$ cat src/frame_pkg.sv
`default_nettype none

package frame_pkg;

	// picture geometry
	localparam int unsigned LINE_PIXELS = 640;
	localparam int unsigned FRAME_LINES = 480;

	// two pixels share one SRAM word
	localparam int unsigned WORDS_PER_LINE = LINE_PIXELS / 2;
	localparam int unsigned SLOT_WORDS = WORDS_PER_LINE * FRAME_LINES;

	typedef logic [9:0] x_t;
	typedef logic [8:0] y_t;

	// slot within a bank, slot 3 maps to base 0
	typedef logic [1:0] slot_t;

	// where one frame buffer lives
	typedef struct packed {
		logic bank;
		slot_t slot;
	} placement_t;

	// one placement per buffer role
	typedef struct packed {
		placement_t capture;
		placement_t filter;
		placement_t next;
		placement_t display;
	} role_map_t;

	// client pixel request
	typedef struct packed {
		logic valid;
		x_t x;
		y_t y;
	} pixel_req_t;

endpackage

`default_nettype wire

$ cat src/sram_pkg.sv
`default_nettype none

package sram_pkg;

	localparam int unsigned BANKS = 2;

	// SRAM data word and word address
	typedef logic [35:0] word_t;
	typedef logic [18:0] addr_t;

	// which client a command belongs to
	typedef enum logic [1:0] {
		CLIENT_NONE = 2'd0,
		CLIENT_CAPTURE = 2'd1,
		CLIENT_DISPLAY = 2'd2,
		CLIENT_FILTER = 2'd3
	} client_t;

	// one bank command, for candidates and issued commands alike
	typedef struct packed {
		addr_t addr;
		word_t data;
		logic we;
		client_t client;
	} bank_cmd_t;

	// no access this cycle
	localparam bank_cmd_t IDLE_CMD = '{
		addr: '0,
		data: '0,
		we: 1'b0,
		client: CLIENT_NONE
	};

endpackage

`default_nettype wire

$ cat src/bank_port.sv
`timescale 1ns/100ps
`default_nettype none

module bank_port #(
	parameter int READ_LATENCY = 2
) (
	input wire clock,
	input wire reset,
	input wire sram_pkg::bank_cmd_t [2:0] candidates,
	output sram_pkg::bank_cmd_t bank_cmd,
	output sram_pkg::client_t return_tag
);

	sram_pkg::bank_cmd_t picked;
	sram_pkg::client_t read_tag;

	// tag of each read in flight, oldest at the end
	sram_pkg::client_t tag_queue [READ_LATENCY];

	// fixed priority, entry 0 wins
	always_comb begin
		picked = sram_pkg::IDLE_CMD;
		for (int i = 2; i >= 0; i--) begin
			if (candidates[i].client != sram_pkg::CLIENT_NONE)
				picked = candidates[i];
		end
	end

	always_ff @(posedge clock) begin
		if (reset)
			bank_cmd <= sram_pkg::IDLE_CMD;
		else
			bank_cmd <= picked;
	end

	// only reads need their data routed back
	always_comb begin
		if (bank_cmd.we)
			read_tag = sram_pkg::CLIENT_NONE;
		else
			read_tag = bank_cmd.client;
	end

	// one stage per cycle of SRAM read latency
	always_ff @(posedge clock) begin
		if (reset) begin
			for (int i = 0; i < READ_LATENCY; i++)
				tag_queue[i] <= sram_pkg::CLIENT_NONE;
		end else begin
			tag_queue[0] <= read_tag;
			for (int i = 1; i < READ_LATENCY; i++)
				tag_queue[i] <= tag_queue[i - 1];
		end
	end

	// names the owner of the word on bank_read this cycle
	assign return_tag = tag_queue[READ_LATENCY - 1];

endmodule

`default_nettype wire

$ cat src/buffer_rotation.sv
`timescale 1ns/100ps
`default_nettype none

module buffer_rotation (
	input wire clock,
	input wire reset,
	input wire frame_flag,
	output frame_pkg::role_map_t roles
);

	always_ff @(posedge clock) begin
		if (reset) begin
			// capture and filter start in bank 0 while next and display start in bank 1
			roles.capture.bank <= 1'b0;
			roles.capture.slot <= 2'd0;
			roles.filter.bank <= 1'b0;
			roles.filter.slot <= 2'd1;
			roles.next.bank <= 1'b1;
			roles.next.slot <= 2'd0;
			roles.display.bank <= 1'b1;
			roles.display.slot <= 2'd1;
		end else if (frame_flag) begin
			// the filtered buffer is captured into again and the displayed one gets filtered
			// while the newest capture waits as next
			roles.capture <= roles.filter;
			roles.filter <= roles.display;
			roles.next <= roles.capture;
			roles.display <= roles.next;
		end
	end

endmodule

`default_nettype wire

$ cat src/frame_store_ctrl.sv
`timescale 1ns/100ps
`default_nettype none

module frame_store_ctrl #(
	parameter int READ_LATENCY = 2
) (
	input wire clock,
	input wire reset,
	input wire frame_flag,
	input wire frame_pkg::pixel_req_t capture_req,
	input wire sram_pkg::word_t capture_pixel,
	input wire frame_pkg::pixel_req_t display_req,
	input wire frame_pkg::pixel_req_t filter_req,
	input wire filter_wr,
	input wire sram_pkg::word_t filter_pixel_write,
	output sram_pkg::bank_cmd_t bank_cmd [sram_pkg::BANKS],
	input wire sram_pkg::word_t bank_read [sram_pkg::BANKS],
	output logic done_capture,
	output logic done_display,
	output logic done_filter,
	output sram_pkg::word_t display_pixel,
	output sram_pkg::word_t filter_pixel_read
);

	frame_pkg::role_map_t roles;
	sram_pkg::bank_cmd_t [2:0] candidates [sram_pkg::BANKS];
	sram_pkg::client_t issued_client [sram_pkg::BANKS];
	sram_pkg::client_t return_tag [sram_pkg::BANKS];

	buffer_rotation rotation (
		.clock(clock),
		.reset(reset),
		.frame_flag(frame_flag),
		.roles(roles)
	);

	request_router router (
		.roles(roles),
		.capture_req(capture_req),
		.capture_pixel(capture_pixel),
		.display_req(display_req),
		.filter_req(filter_req),
		.filter_wr(filter_wr),
		.filter_pixel_write(filter_pixel_write),
		.candidates(candidates)
	);

	// one port per SRAM bank
	for (genvar b = 0; b < sram_pkg::BANKS; b++) begin : g_bank
		bank_port #(
			.READ_LATENCY(READ_LATENCY)
		) port (
			.clock(clock),
			.reset(reset),
			.candidates(candidates[b]),
			.bank_cmd(bank_cmd[b]),
			.return_tag(return_tag[b])
		);

		assign issued_client[b] = bank_cmd[b].client;
	end

	read_return returns (
		.clock(clock),
		.reset(reset),
		.issued_client(issued_client),
		.return_tag(return_tag),
		.bank_read(bank_read),
		.done_capture(done_capture),
		.done_display(done_display),
		.done_filter(done_filter),
		.display_pixel(display_pixel),
		.filter_pixel_read(filter_pixel_read)
	);

endmodule

`default_nettype wire

$ cat src/read_return.sv
`timescale 1ns/100ps
`default_nettype none

module read_return (
	input wire clock,
	input wire reset,
	input wire sram_pkg::client_t issued_client [sram_pkg::BANKS],
	input wire sram_pkg::client_t return_tag [sram_pkg::BANKS],
	input wire sram_pkg::word_t bank_read [sram_pkg::BANKS],
	output logic done_capture,
	output logic done_display,
	output logic done_filter,
	output sram_pkg::word_t display_pixel,
	output sram_pkg::word_t filter_pixel_read
);

	// a client is done in the cycle its command sits on either bank
	always_comb begin
		done_capture = 1'b0;
		done_display = 1'b0;
		done_filter = 1'b0;
		for (int b = 0; b < sram_pkg::BANKS; b++) begin
			if (issued_client[b] == sram_pkg::CLIENT_CAPTURE)
				done_capture = 1'b1;
			if (issued_client[b] == sram_pkg::CLIENT_DISPLAY)
				done_display = 1'b1;
			if (issued_client[b] == sram_pkg::CLIENT_FILTER)
				done_filter = 1'b1;
		end
	end

	// load from the bank whose tag names the client, else hold
	always_ff @(posedge clock) begin
		if (reset) begin
			display_pixel <= '0;
			filter_pixel_read <= '0;
		end else begin
			// bank 0 takes precedence, though a client never reads both at once
			for (int b = sram_pkg::BANKS - 1; b >= 0; b--) begin
				if (return_tag[b] == sram_pkg::CLIENT_DISPLAY)
					display_pixel <= bank_read[b];
				if (return_tag[b] == sram_pkg::CLIENT_FILTER)
					filter_pixel_read <= bank_read[b];
			end
		end
	end

endmodule

`default_nettype wire

$ cat src/request_router.sv
`timescale 1ns/100ps
`default_nettype none

module request_router (
	input wire frame_pkg::role_map_t roles,
	input wire frame_pkg::pixel_req_t capture_req,
	input wire sram_pkg::word_t capture_pixel,
	input wire frame_pkg::pixel_req_t display_req,
	input wire frame_pkg::pixel_req_t filter_req,
	input wire filter_wr,
	input wire sram_pkg::word_t filter_pixel_write,
	output sram_pkg::bank_cmd_t [2:0] candidates [sram_pkg::BANKS]
);

	sram_pkg::bank_cmd_t capture_cmd;
	sram_pkg::bank_cmd_t display_cmd;
	sram_pkg::bank_cmd_t filter_cmd;

	// slot base + line offset + half the column
	function automatic sram_pkg::addr_t pixel_addr(
		input frame_pkg::placement_t place,
		input frame_pkg::x_t x,
		input frame_pkg::y_t y
	);
		sram_pkg::addr_t base;
		sram_pkg::addr_t line;
		case (place.slot)
			2'd1: base = sram_pkg::addr_t'(frame_pkg::SLOT_WORDS);
			2'd2: base = sram_pkg::addr_t'(2 * frame_pkg::SLOT_WORDS);
			default: base = '0;
		endcase
		// WORDS_PER_LINE is 320, done as 256 + 64
		line = (sram_pkg::addr_t'(y) << 8) + (sram_pkg::addr_t'(y) << 6);
		return base + line + sram_pkg::addr_t'(x >> 1);
	endfunction

	always_comb begin
		capture_cmd.addr = pixel_addr(roles.capture, capture_req.x, capture_req.y);
		capture_cmd.data = capture_pixel;
		capture_cmd.we = 1'b1;
		capture_cmd.client = sram_pkg::CLIENT_CAPTURE;

		display_cmd.addr = pixel_addr(roles.display, display_req.x, display_req.y);
		display_cmd.data = '0;
		display_cmd.we = 1'b0;
		display_cmd.client = sram_pkg::CLIENT_DISPLAY;

		filter_cmd.addr = pixel_addr(roles.filter, filter_req.x, filter_req.y);
		filter_cmd.data = filter_pixel_write;
		filter_cmd.we = filter_wr;
		filter_cmd.client = sram_pkg::CLIENT_FILTER;
	end

	// entries are in priority order: capture, display, filter
	always_comb begin
		for (int b = 0; b < sram_pkg::BANKS; b++) begin
			candidates[b][0] = sram_pkg::IDLE_CMD;
			candidates[b][1] = sram_pkg::IDLE_CMD;
			candidates[b][2] = sram_pkg::IDLE_CMD;
			if (capture_req.valid && roles.capture.bank == b[0])
				candidates[b][0] = capture_cmd;
			if (display_req.valid && roles.display.bank == b[0])
				candidates[b][1] = display_cmd;
			if (filter_req.valid && roles.filter.bank == b[0])
				candidates[b][2] = filter_cmd;
		end
	end

endmodule

`default_nettype wire

$ cat config.mk
export PLATFORM = sky130hd
export DESIGN_NAME = frame_store_ctrl
export DESIGN_NICKNAME = d
export VERILOG_FILES = /design/src/frame_pkg.sv /design/src/sram_pkg.sv /design/src/bank_port.sv /design/src/buffer_rotation.sv /design/src/frame_store_ctrl.sv /design/src/read_return.sv /design/src/request_router.sv
export SDC_FILE = /design/constraint.sdc
export NUM_CORES = 1
export LEC_CHECK = 0
export BUFFER_PORTS_ARGS = -buffer_cell sky130_fd_sc_hd__buf_4
export CAP_MARGIN = 20
export CORE_MARGIN = 2
export CORE_UTILIZATION = 40
export CTS_CLUSTER_DIAMETER = 50
export DETAILED_ROUTE_END_ITERATION = 7
export GPL_TIMING_DRIVEN = 1
export PLACE_DENSITY_LB_ADDON = 0.25
export SYNTH_ARGS = -nofsm -noshare
export SYNTH_HDL_FRONTEND = slang
export SYNTH_SLANG_ARGS = --single-unit
$ cat constraint.sdc
create_clock -name clock -period 6.8 [get_ports clock]
set_input_delay 0.34 -clock clock [delete_from_list [all_inputs] [get_ports clock]]
set_output_delay 0.34 -clock clock [all_outputs]
set_load 0.1 [all_outputs]
==> reports/qor.yml, run 1 <==
outcome:
  outcome: "completed"
worst_setup_path:
  critPathKind: "in2reg"
  crit_family: "compound AO/OA/AOI/OAI gates"
  crit_buf_inv: 1
  end_kind: "flip-flop"
  cp.arrival_ns: 3.54
  worst-path-max-fanout: 4
  critPathMaxStageDelay_ns: 0.35
  start_kind: "input pin"
  cp_cell_sequence: "buf_4 -> ha_1 -> a21o_1 -> a21oi_1 -> o21bai_1 -> a21oi_1 -> o21ai_0 -> xor2_1 -> ha_1 -> a21oi_1 -> and2_1 -> a22oi_2 -> o21ai_2 -> o311a_4 -> a2111oi_2 -> a2111o_1"
  cp.required_ns: 7.30
  crit_top_cell: "a21oi_1"
  slowest_stage: "o311a_4"
floorplan:
  coreArea_um2: 24960
  die_w_um: 162.8
  pin_count: 399
  rows: 58
  die_y_um: 162.8
  die_area_um2: 26510
  initial_core_util: 0.4042
cells_and_area:
  layout-drive-gt1-share: 0.3025
  layout.nets: 1828
  syn_to_final_growth_pct: 51.29
  final-seq-area_um2: 4164
  n_fill_cell: 2085
  multi_input_area_um2: 5538
cts:
  htree_levels: 1
  cts_tree: "done"
  cts_buffers: 30
  clkLatencyLatePin_ns: 0.56
  cts_setup_buffers: 0
  clk_pin_slew_ns: 0.06
  cts_resized: 0
  clockBufferDepth: 3
  clock_sinks: 208
  hold_buffers: 94
  clock-root-buffer: "clkbuf_16"
yosys:
  async_flop_share: 0
  synth_area_per_cell_um2: 9.189
  synth_fp_nets: 1366
  syn_area_um2: 10090
  synth.distinct_cells: 62
  syn_inst: 1098
  synth.ff_latch_count: 208
  synth_warnings: 0
  yosysSeqAreaShare: 0.4127
  synth_edf_count: 0
  synth-main-ff-cell: "dfxtp_1"
sta:
  period_share: 0.4462
  slew_viol_final: 0
  rsz0062_at_grt: "no"
  fin_crit_ns: 3.034
  fmax_mhz: 329.6
  setup_violations: 0
  setup_tns_ns: 0
  maxSlewHeadroom: 0.3578
  hold_violations: 0
  worst_pin_slew_ns: 0.9633
  fin_skew_ns: 0.03847
route:
  avgRoutedWirePerCell_um: 20.03
  drtIter0Drc: 864
  drc_errors: 0
  drtAntennaViolNets: 0
  drt-pass1-iter-count: 5
  drt-total-wl_um: 38290
  via_count: 10500
  via_per_inst: 5.494
global_routing:
  grt_usage: 0.2745
  grt_pass1_wl_um: 57660
  antenna_found_initial: 3
  grt_pass1_vias: 10370
  grt_max_degree: 73
  overflow: 0
power_and_ir_drop:
  power_density_nw_per_um2: 265.6
  p_leak_nw: 6.812
  power_mw: 4.054
  ir_worst_vdd_mv: 0.1824
hold_path:
  hold_class: "in2reg"
place:
  port_buffers: 395
  gp_congestion: 0.8637
  dp_hpwl_um: 26530
run:
  cap_viol_max_count: 0
==> cells in the final DEF (no fill, tap or decap), types with 7 or more instances in the layout <==
| cell | count |
|---|---|
| a211oi_1 | 48 |
| a21o_1 | 10 |
| a21oi_1 | 30 |
| a221oi_1 | 18 |
| a22o_1 | 71 |
| a311oi_1 | 36 |
| buf_4 | 410 |
| clkbuf_16 | 30 |
| dfxtp_1 | 208 |
| dlygate4sd3_1 | 94 |
| ha_1 | 54 |
| inv_1 | 36 |
| mux2i_1 | 48 |
| nand2_1 | 69 |
| nand2b_1 | 8 |
| nand3_1 | 44 |
| nor2_1 | 139 |
| nor2b_1 | 12 |
| nor3_1 | 29 |
| o21a_1 | 7 |
| o21ai_0 | 19 |
| o221ai_1 | 7 |
| o22ai_1 | 9 |
| xnor2_1 | 31 |
| xor2_1 | 16 |
==> final timing paths <==
kind                                                                 from                                         to  slack (ns)  depth (start not counted)
worst max-delay path                                       display_req[1]     g_bank[1].port.bank_cmd[57]$_SDFF_PP0_        3.77                         16
worst min-delay path                                    capture_pixel[19]     g_bank[0].port.bank_cmd[22]$_SDFF_PP0_        0.02                          2
worst max register to register             rotation.roles[6]$_SDFFE_PP1P_     g_bank[0].port.bank_cmd[57]$_SDFF_PP0_        4.11                         11
worst min register to register  g_bank[0].port.tag_queue[0][1]$_SDFF_PP0_  g_bank[0].port.tag_queue[0][3]$_SDFF_PP0_        0.43                          1
==> cells in the mapped netlist (all sizes together) (9+ instances only) <==
cell | number | area (µm²)
inv | 36 | 135.1
xor2 | 17 | 156.4
nor2b | 14 | 87.58
dfxtp | 208 | 4164
a311oi | 37 | 330.3
clkbuf | 60 | 225.2
nand2b | 9 | 56.30
a22o | 71 | 621.9
a211oi | 49 | 372.9
a21oi | 30 | 150.1
nor3 | 31 | 155.2
nand3 | 44 | 220.2
a21o | 10 | 75.07
xnor2 | 32 | 287.8
a221oi | 18 | 157.7
nor2 | 141 | 529.3
mux2i | 48 | 480.5
o22ai | 9 | 56.30
buf | 14 | 57.56
nand2 | 70 | 262.8
ha | 54 | 675.7
o21ai | 22 | 113.9
==> power breakdown <==
part,total [mW],internal [mW],leakage (nW),switching (mW)
sequential,1.31,1.28,1.70,0.0247
clock,1.55,0.958,0.481,0.589
combinational,1.20,0.383,4.63,0.818
total,4.05,2.62,6.81,1.43
==> routing by layer <==
| layer | global-route usage | share of wire |
|---|---|---|
| met3 | 0.06112 | 0.080 |
| met1 | 0.3316 | 0.39 |
| met4 | 0.1420 | 0.050 |
| met5 | 0 | 0.00031 |
| met2 | 0.4580 | 0.48 |
==> cell type report <==
class                           instances  area share
Antenna cell                            2   0.0003279
Clock buffer                           38     0.05311
Clock inverter                         14     0.01180
Inverter                               36    0.008853
Multi-Input combinational cell        780      0.3628
Sequential cell                       208      0.2728
Tap cell                              330     0.02705
Timing Repair Buffer                  504      0.2633
==> state kept, by name, indices dropped and copies added (netlist names) <==
signal	cells
g_bank.port.bank_cmd	116
rotation.roles	12
returns.display_pixel	36
g_bank.port.tag_queue	8
returns.filter_pixel_read	36
==> stage by stage <==
stage               hold WS, ns    util  setup WS (ns)  instances  instance area (µm²)
finish                  0.02066  0.6115          3.766       1912                15260
global route           0.005151  0.6115          3.606       1912                15260
CTS                    0.001224  0.6110          3.782       1909                15250
detailed placement       0.4237  0.5336          3.196       1763                13320
global placement         0.4183  0.5336          3.232       1763                13320
floorplan                0.4138       -          3.610       1098                10090
==> cells by family (layout without fill, tap and decap cells) <==
| logic type | Yosys count | in the layout | share of synthesized area |
|---|---|---|---|
| xor gates and xnor gates | 49 | 49 | 0.04402 |
| buffers and inverters | 110 | 592 | 0.04142 |
| and+or+nand+nor | 329 | 329 | 0.1435 |
| muxes | 49 | 49 | 0.04873 |
| adders and majority gates | 60 | 60 | 0.07887 |
| DFF | 208 | 208 | 0.4127 |
| other | 0 | 2 | 0 |
| AOI/OAI and AO/OA | 293 | 293 | 0.2308 |
No activity file was read; power rests on OpenSTA's default activity.
==> run 2: changes to the inputs <==
==> constraint.sdc (replaced) <==
create_clock -name clock -period 3.1 [get_ports clock]
set_input_delay 0.155 -clock clock [delete_from_list [all_inputs] [get_ports clock]]
set_output_delay 0.155 -clock clock [all_outputs]
set_load 0.1 [all_outputs]
==> run 2 against run 1 <==
Net effect:
- setup slack worse by 3.4 ns
- clock-buffer cell count fell by 2
- utilization increased by 6.6 points
- non-clock buffer count up 175
- via count is 9.0% higher
- clock power increased by 120%
- hold slack improved by 0.021 ns
- wire length up 9.3%
- final area grew 11%
- total power grew 120%
- global-route usage increased by 2.7 points
==> reports/qor.yml, run 2 (synthesis results as in run 1) <==
global_routing:
  grt_pass1_vias: 11440  # +10%
  grt_usage: 0.3015  # +0.02696
  antenna_found_initial: 2  # -1
  overflow: 0  # unchanged
  grt_pass1_wl_um: 63540  # +10%
  grt_max_degree: 84  # +15%
sta:
  slew_viol_final: 0  # unchanged
  hold_violations: 0  # unchanged
  period_share: 0.8661
  final.setup.worst_slack_ns: 0.4151  # -3.351 ns
  rsz0062_at_grt: "no"
  fmax_mhz: 372.5
  setup_violations: 0  # unchanged
  maxSlewHeadroom: 0.3776  # +0.01978
  worst_pin_slew_ns: 0.9337  # -0.02968 ns
  fin_skew_ns: 0.01227  # -0.02620 ns
  fin_crit_ns: 2.685
  fin_hold_ws_ns: 0.04216  # +0.02150 ns
cells_and_area:
  layout_commonest_cell: "buf_4"
  layout-drive-gt1-share: 0.2891  # -0.01348
  syn_to_final_growth_pct: 67.70
  regMostFlops: "g_bank.port.bank_cmd"
  fin_util: 0.6778  # +0.06631
  layout.nets: 2002  # +9.5%
  largest_register_ffs: 116  # unchanged
  stdcell_area_um2: 16920  # +11%
  n_fill_cell: 1861  # -11%
  top_regs: "g_bank.port.bank_cmd x116, returns.display_pixel x36, returns.filter_pixel_read x36"
  final_cell_mix: "buf_4, dlygate4sd3_1, dfxtp_1, nor2_1, a22o_1"
place:
  port_buffers: 395  # unchanged
  dp_hpwl_um: 27210  # +2.6%
  placed_cell_area_um2: 13560  # +1.8%
  gp_congestion: 0.9023  # +4.5%
  post-place-ws_ns: -0.1053  # -3.301 ns
worst_setup_path:
  cp.arrival_ns: 3.15  # -0.39 ns
  end_kind: "flip-flop"
  critPathKind: "reg2reg"
  path_depth: 5  # -11
  start_kind: "flip-flop"
  cp_cell_sequence: "nor2b_4 -> buf_4 -> mux2i_1 -> a211oi_1 -> dlygate4sd3_1"
  cp.required_ns: 3.56  # -3.74 ns
  crit_family: "buffers and inverters"
  slowest_stage: "dfxtp_1"
  worst-path-max-fanout: 36  # +32
  reg2regPathDepth: 5  # -6
  crit_buf_inv: 2  # +1
  critPathMaxStageDelay_ns: 0.66  # +0.31 ns
floorplan:
  pin_count: 399  # unchanged
  die_w_um: 162.8  # unchanged
  die_y_um: 162.8  # unchanged
  initial_core_util: 0.4042  # unchanged
  die_area_um2: 26510  # unchanged
  rows: 58  # unchanged
  coreArea_um2: 24960  # unchanged
cts:
  clockBufferDepth: 3  # unchanged
  clock_sinks: 208  # unchanged
  cts_resized: 0  # unchanged
  htree_levels: 1  # unchanged
  clk_pin_slew_ns: 0.06  # about the same
  clkLatencyLatePin_ns: 0.53  # -0.03 ns
  cts_buffers: 29  # -3.3%
  clock-root-buffer: "clkbuf_16"
  cts_setup_buffers: 0  # unchanged
  cts_tree: "done"
  hold_buffers: 238  # +150%
power_and_ir_drop:
  p_leak_nw: 7.668  # +13%
  power_density_nw_per_um2: 538.1  # +100%
  ir_worst_vdd_mv: 0.4060  # +120%
outcome:
  outcome: "completed"
route:
  via_count: 11450  # +9.0%
  avgRoutedWirePerCell_um: 20.05  # +0.14%
  via_per_inst: 5.489  # about the same
  drt-total-wl_um: 41830  # +9.3%
  drtAntennaViolNets: 0  # unchanged
  drt-pass1-iter-count: 5  # unchanged
  drc_errors: 0  # unchanged
  drtIter0Drc: 1088  # +26%
run:
  cap_viol_max_count: 0  # unchanged
hold_path:
  holdPathStages: 3  # +1
  hold_class: "in2reg"
## run 2: path summary, 6_finish.rpt
kind,from,end,slack [ns]
max,g_bank[1].port.tag_queue[0][3]$_SDFF_PP0_,returns.display_pixel[17]$_SDFFE_PP0P_,0.42
min,display_req[13],g_bank[1].port.bank_cmd[42]$_SDFF_PP0_,0.04
max reg2reg,g_bank[1].port.tag_queue[0][3]$_SDFF_PP0_,returns.display_pixel[17]$_SDFFE_PP0P_,0.42
min reg2reg,g_bank[1].port.tag_queue[0][1]$_SDFF_PP0_,g_bank[1].port.tag_queue[0][3]$_SDFF_PP0_,0.43
## run 2: area by class of cell
| cell class | count | area (µm²) | share of cell area |
|---|---|---|---|
| clock buffers | 36 | 762.0 | 0.04503 |
| multi-input cells | 780 | 5538 | 0.3273 |
| diodes | 2 | 5.005 | 0.0002958 |
| flip-flops and latches | 208 | 4164 | 0.2461 |
| inverters | 36 | 135.1 | 0.007986 |
| well taps | 330 | 412.9 | 0.02440 |
| clock inverters | 15 | 210.2 | 0.01242 |
| repair buffers | 679 | 5693 | 0.3365 |
## run 2: through the flow
step,setup TNS (ns),cells,power (mW)
after floorplan,0,1098,4.691
after global placement,-0.1600,1795,5.517
after detailed placement,-0.2105,1795,5.532
after CTS,0,2084,9.102
after global routing,0,2086,9.439
final,0,2086,9.105
## run 2: routing by layer
layer	vias to the layer above	routed length, µm	GRT usage
li1	5308	-	-
met1	5380	15930	0.3548
met2	601	20100	0.5091
met3	162	3449	0.06774
met4	0	2354	0.1661
met5	-	0	0
## run 2: power breakdown
group	switching [mW]	internal, mW	leakage (nW)
Clock	1.28	2.09	0.472
Combinational	1.85	1.01	5.50
Sequential	0.0607	2.81	1.70
Total	3.19	5.91	7.67
## run 2: worst min-delay path, cell delays in order
cell and delay (ns):
buf_4 0.09, a221oi_1 0.07, nor3_1 0.19
